[src/include/tensor_settings.svh]
`ifndef TENSOR_SETTINGS_SVH
`define TENSOR_SETTINGS_SVH

// warp shape, one octet per 8 lanes
`define TC_NUM_OCTETS 2
`define TC_NUM_LANES (8 * `TC_NUM_OCTETS)

// register word width
`define TC_XLEN 32

// instruction metadata fields
`define TC_UUID_W 8
`define TC_WID_W 2
`define TC_RD_W 5

// number of DPU stages from tile to result, at least 2
`define TC_DPU_LATENCY 2

// pending metadata entries, two per instruction in flight
`define TC_META_DEPTH 16

`endif

[src/verilog/tensor_pkg.sv]
`include "tensor_settings.svh"

package tensor_pkg;

    // metadata carried from dispatch to commit
    typedef struct packed {
        logic [`TC_UUID_W-1:0] uuid;
        logic [`TC_WID_W-1:0]  wid;
        logic [`TC_RD_W-1:0]   rd;
        logic                  wb;
    } tc_meta_t;

    // one dispatch beat
    // step[0] picks the A column pair, step[1] picks the B row half
    typedef struct packed {
        tc_meta_t                                 meta;
        logic [1:0]                               step;
        logic [`TC_NUM_LANES-1:0][`TC_XLEN-1:0]   rs1;
        logic [`TC_NUM_LANES-1:0][`TC_XLEN-1:0]   rs2;
        logic [`TC_NUM_LANES-1:0][`TC_XLEN-1:0]   rs3;
    } tc_operand_t;

    // operands of one octet, indexed [row][col]
    typedef struct packed {
        logic [3:0][1:0][`TC_XLEN-1:0] a;
        logic [1:0][3:0][`TC_XLEN-1:0] b;
        logic [3:0][3:0][`TC_XLEN-1:0] c;
    } tc_tile_t;

    // one commit beat, last marks the second beat of a pair
    typedef struct packed {
        tc_meta_t                               meta;
        logic [`TC_NUM_LANES-1:0][`TC_XLEN-1:0] data;
        logic                                   last;
    } tc_commit_t;

endpackage

[src/verilog/tensor_writeback.sv]
`timescale 1ns/1ps
`include "tensor_settings.svh"

module tensor_writeback (
    input  logic                                              clk,
    input  logic                                              reset,
    input  logic                                              result_valid,
    input  logic [`TC_NUM_OCTETS-1:0][3:0][3:0][`TC_XLEN-1:0] result,
    output logic                                              stall,
    input  logic                                              meta_push,
    input  tensor_pkg::tc_meta_t                              meta,
    output logic                                              commit_valid,
    input  logic                                              commit_ready,
    output tensor_pkg::tc_commit_t                            commit
);
    import tensor_pkg::*;

    localparam int GRP   = 4 * `TC_NUM_OCTETS;
    localparam int DEPTH = `TC_META_DEPTH;
    localparam int PTR_W = $clog2(DEPTH);

    // staged result tile and its beat state
    logic [`TC_NUM_OCTETS-1:0][3:0][3:0][`TC_XLEN-1:0] tile_q;
    logic full;
    logic half;

    logic commit_fire;
    logic free;
    logic load;

    // metadata of dispatched beats waiting for their commit
    tc_meta_t         meta_mem [DEPTH];
    logic [PTR_W-1:0] wr_ptr;
    logic [PTR_W-1:0] rd_ptr;

    assign commit_valid = full;
    assign commit_fire = commit_valid && commit_ready;
    // the tile is released by the second beat
    assign free = commit_fire && half;
    assign stall = full && !free;
    assign load = result_valid && !stall;

    always_ff @(posedge clk) begin
        if (reset) begin
            full <= 1'b0;
            half <= 1'b0;
        end else begin
            if (load) begin
                full <= 1'b1;
            end else if (free) begin
                full <= 1'b0;
            end
            if (commit_fire) begin
                half <= ~half;
            end
        end
    end

    always_ff @(posedge clk) begin
        if (load) begin
            tile_q <= result;
        end
    end

    always_ff @(posedge clk) begin
        if (reset) begin
            wr_ptr <= '0;
            rd_ptr <= '0;
        end else begin
            if (meta_push) begin
                wr_ptr <= (wr_ptr == PTR_W'(DEPTH - 1)) ? '0 : wr_ptr + 1'b1;
            end
            if (commit_fire) begin
                rd_ptr <= (rd_ptr == PTR_W'(DEPTH - 1)) ? '0 : rd_ptr + 1'b1;
            end
        end
    end

    always_ff @(posedge clk) begin
        if (meta_push) begin
            meta_mem[wr_ptr] <= meta;
        end
    end

    // first beat takes the even D columns, second beat the odd ones
    always_comb begin
        commit.meta = meta_mem[rd_ptr];
        commit.last = half;
        for (int o = 0; o < `TC_NUM_OCTETS; o++) begin
            for (int j = 0; j < 4; j++) begin
                // low group carries rows 0,1
                commit.data[4*o + j] = tile_q[o][j%2][2*(j/2) + half];
                // high group carries rows 2,3
                commit.data[GRP + 4*o + j] = tile_q[o][2 + j%2][2*(j/2) + half];
            end
        end
    end

endmodule

[config.mk]
export PLATFORM = sky130hd
export DESIGN_NAME = tensor_writeback
export DESIGN_NICKNAME = d
export VERILOG_FILES = /design/src/verilog/tensor_pkg.sv /design/src/verilog/tensor_writeback.sv
export VERILOG_INCLUDE_DIRS = /design/src /design/src/include
export SDC_FILE = /design/constraint.sdc
export NUM_CORES = 1
export LEC_CHECK = 0
export BUFFER_PORTS_ARGS = -buffer_cell sky130_fd_sc_hd__buf_2
export CAP_MARGIN = 20
export CORE_AREA = 5 5 608 610
export CTS_CLUSTER_DIAMETER = 200
export CTS_CLUSTER_SIZE = 24
export DETAILED_ROUTE_END_ITERATION = 16
export DIE_AREA = 0 0 613 615
export PLACE_DENSITY = 0.34
export SYNTH_ARGS = -nofsm -noshare
export SYNTH_HDL_FRONTEND = slang
export SYNTH_SLANG_ARGS = --single-unit
export TNS_END_PERCENT = 5
[constraint.sdc]
create_clock -name clk -period 70.5 [get_ports clk]
set_clock_uncertainty 0.15 [all_clocks]
set_input_delay 3.525 -clock clk [delete_from_list [all_inputs] [get_ports clk]]
set_output_delay 3.525 -clock clk [all_outputs]
set_load 0.01 [all_outputs]
==> impl_metrics.py <==
metrics = {
    "outcome": {
        "status": "finished, final reports clean",
    },
    "placed_design": {
        "global_placement_routability_congestion": 0.8848,
        "place.detailed.instances": 8418,
        "placed_area_um2": 60980,
        "port-buffer-count": 1575,
        "dp.final_hpwl_mm": 211.7,
        "place_worst_setup_slack_ns": 61.75,
    },
    "yosys": {
        "synth_fa_ha_area_share_pct": 0.1328,
        "synth_most_common_cell": "edfxtp_1",
        "async_flop_share_pct": 0,
        "area_fraction_in_compound_gates_after_synthesis_pct": 0.6296,
        "post_synthesis_area_per_instance_um2": 22.80,
        "synth_nets": 3116,
        "post_synth_edffs": 1280,
        "synth_top_area_share_pct": 81.61,
        "post_synth_inst_count": 2066,
        "synth-seq-cells": 1294,
        "synth_largest_area_cell": "edfxtp_1",
        "synthXorXnorAreaFrac_pct": 0.05579,
        "cell_area_after_synthesis_um2": 47100,
        "synth.yosys.seq_area_share_pct": 82.21,
        "fraction_of_synthesized_area_in_multiplexers_pct": 15.43,
        "synth_top_cells_by_area": "edfxtp_1 (82%), mux2_2 (12%), mux4_2 (2.6%)",
        "synth_top_family_by_area": "multiplexers",
        "synth_cell_types": 28,
        "main_synth_ff_type": "edfxtp_1",
        "synth_top_cells_by_count": "edfxtp_1 (1280), mux2_2 (513), buf_2 (59), mux4_2 (54), a22oi_1 (32)",
        "post_synth_and_or_nand_nor_area_fraction_pct": 0.6323,
        "ys.warnings.count": 0,
    },
    "setup_path": {
        "worst_setup_path_start_kind": "flip-flop",
        "critical-path-top-cell-by-count": "buf_4",
        "timing.critical_path.to_type": "output port",
        "critical-path-max-stage-delay_ns": 0.91,
        "worstPathArrival_ns": 4.85,
        "crit_slowest_cell": "buf_4",
        "critical_path_peak_fanout": 71,
        "path_cells": "buf_4, buf_4, buf_4, mux2_2, buf_2",
        "worst-setup-path-type": "reg2out",
        "cp_data_required_time_ns": 66.82,
    },
    "pwr": {
        "totalPowerFinal_mw": 1.569,
        "leakage_power_nw": 22.12,
        "irDropWorstVdd_uv": 19.54,
        "powerDensity_nw_per_um2": 24.86,
    },
    "min_path": {
        "hold_class": "reg2reg",
    },
    "clocking": {
        "worst_setup_hold_path_clk_slew_ns": 0.09,
        "tritoncts.num_buffers": 71,
        "clock_tree.root_cell": "clkbuf_16",
        "cts.path.max_buffers": 4,
        "clock_latency_ns": 0.80,
        "clock_sinks": 1294,
        "count_of_hold_fix_buffers_inserted_at_cts": 0,
        "post_cts.resized_instances": 0,
        "htree_levels": 3,
        "cts_tree": "built",
        "post-cts-setup-buffer-count": 0,
    },
    "sta": {
        "timing.setup.tns_ns": 0,
        "final.period_utilization_pct": 12.09,
        "max_freq_mhz": 117.3,
        "timing_max_transition_violations_final": 0,
        "fin_hold_ws_ns": 0.3501,
        "period_minus_slack_ns": 8.524,
        "timing.final.ws_setup_ns": 61.98,
        "final_number_of_hold_violating_endpoints": 0,
        "setup_repair_after_global_routing_missed_its_margin": "no",
        "slew_headroom_pct": 26.83,
        "timing.final.setup_violations": 0,
        "timing_worst_slew_pin_value_ns": 1.097,
    },
    "die": {
        "initial_core_util_pct": 12.94,
        "chipWidth_um": 613,
        "core-area_um2": 363900,
        "die_height_um": 615,
        "boundaryPins": 1576,
        "die-area_um2": 377000,
        "floorplan.rows": 222,
    },
    "detailed_routing": {
        "antenna_violating_nets_post_route": 0,
        "drt-vias-per-instance": 3.249,
        "drt-pass1-iter-count": 7,
        "drt_drc_violations_left": 0,
        "routed_wirelength_mm": 257.8,
        "avgRoutedWirePerCell_um": 30.08,
        "dr_total_vias": 27850,
        "drt-initial-drc-count": 2285,
    },
    "grt": {
        "grt_first_pass_wirelength_mm": 318.8,
        "grt_overflow": 0,
        "antenna_found_initial": 292,
        "first_global_vias": 28390,
        "groute.usage.overall_pct": 13.04,
        "largest_net_degree_at_the_start_of_global_routing": 169,
    },
    "final_layout": {
        "finalNonFillerCells": 8571,
        "post-route-cell-area_um2": 63120,
        "synth_to_final_area_change_pct": 34.03,
        "fin_util_pct": 17.35,
        "fillerInstances": 39600,
        "nets": 4725,
        "post_route_cells_drive_above_1_share_pct": 61.63,
    },
    "job": {
        "timing.max_cap.violations": 0,
    },
}
[per-layer routing]
| metal | global-route usage (%) | wire (um) | vias up |
|---|---|---|---|
| li1 | - | - | 11590 |
| met1 | 15.36 | 100400 | 14250 |
| met2 | 22.79 | 127400 | 1342 |
| met3 | 4.705 | 22460 | 502 |
| met4 | 2.494 | 6515 | 162 |
| met5 | 0 | 1019 | - |
[final cells by class]
cell class              count  area (um2)  area share (%)
diodes                     65       162.7          0.2577
clock inverters            10       137.6          0.2180
flip-flops and latches   1294       38730           61.35
inverters                   2       7.507         0.01189
repair buffers           1617        8252           13.07
well taps                4816        6026           9.546
clock buffers              78        1846           2.924
multi-input cells         689        7964           12.62
[kinds of logic (layout without fill, tap and decap cells)]
| kind of cell | after synthesis | after routing |
|---|---|---|
| other cells | 0 | 65 |
| buf+inv | 83 | 1707 |
| simple gates | 61 | 61 |
| xor+xnor | 3 | 3 |
| compound gates | 42 | 42 |
| flops | 1294 | 1294 |
| mux | 578 | 578 |
| fa+ha+maj | 5 | 5 |
[cells in the final DEF (no fill, tap or decap)]
cell | synthesis | final
mux4_2 | 54 | 54
a21boi_1 | 0 | 1
clkinv_16 | 0 | 1
inv_12 | 0 | 3
nor2_1 | 11 | 10
and3b_1 | 1 | 1
diode_2 | 0 | 65
buf_12 | 0 | 4
clkinv_8 | 0 | 1
o21ai_0 | 2 | 2
nor3b_1 | 1 | 1
inv_1 | 2 | 2
buf_2 | 59 | 1575
and2_1 | 17 | 17
inv_6 | 0 | 4
dfxtp_4 | 0 | 3
clkbuf_16 | 0 | 73
and3_1 | 2 | 2
edfxtp_1 | 1280 | 1280
a22oi_1 | 32 | 32
nand2_1 | 22 | 22
mux2i_1 | 1 | 1
nor2b_2 | 0 | 2
nand3_1 | 4 | 4
dfxtp_1 | 14 | 11
buf_4 | 4 | 37
mux4_1 | 10 | 10
a21oi_1 | 6 | 6
clkinvlp_4 | 0 | 1
nor2b_4 | 0 | 1
nor2_2 | 0 | 1
clkbuf_1 | 8 | 5
buf_6 | 4 | 1
mux2_2 | 513 | 513
a311oi_1 | 1 | 1
xor2_1 | 3 | 3
ha_1 | 5 | 5
[path summary, 6_finish.rpt]
kind         startpoint     endpoint  slack (ns)  depth (start not counted)
min reg2reg   rd_ptr[1]    flip-flop        0.35                          2
min           rd_ptr[1]    flip-flop        0.35                          2
max                half  commit[268]       61.98                          5
max reg2reg        half  tile_q[224]       64.60                          7
[state kept, by name, indices dropped and copies added, names as in the netlist, named ones only]
| name | flops |
|---|---|
| rd_ptr | 4 |
| tile_q | 1024 |
| half | 1 |
| wr_ptr | 4 |
| commit_valid | 1 |
| meta_mem | 256 |
[power breakdown]
group	total, mW	internal [mW]	switching (mW)
clock network	0.467	0.192	0.275
logic	0.193	0.0723	0.120
registers	0.910	0.891	0.0182
total	1.57	1.16	0.413
[critical path, delay by kind of cell (launching register included)]
kind / cells / cell delay [ns]
buffers and inverters: 4 / 2.55
flip-flops: 1 / 0.77
multiplexers: 1 / 0.43
(Power assumes the default switching activity.)
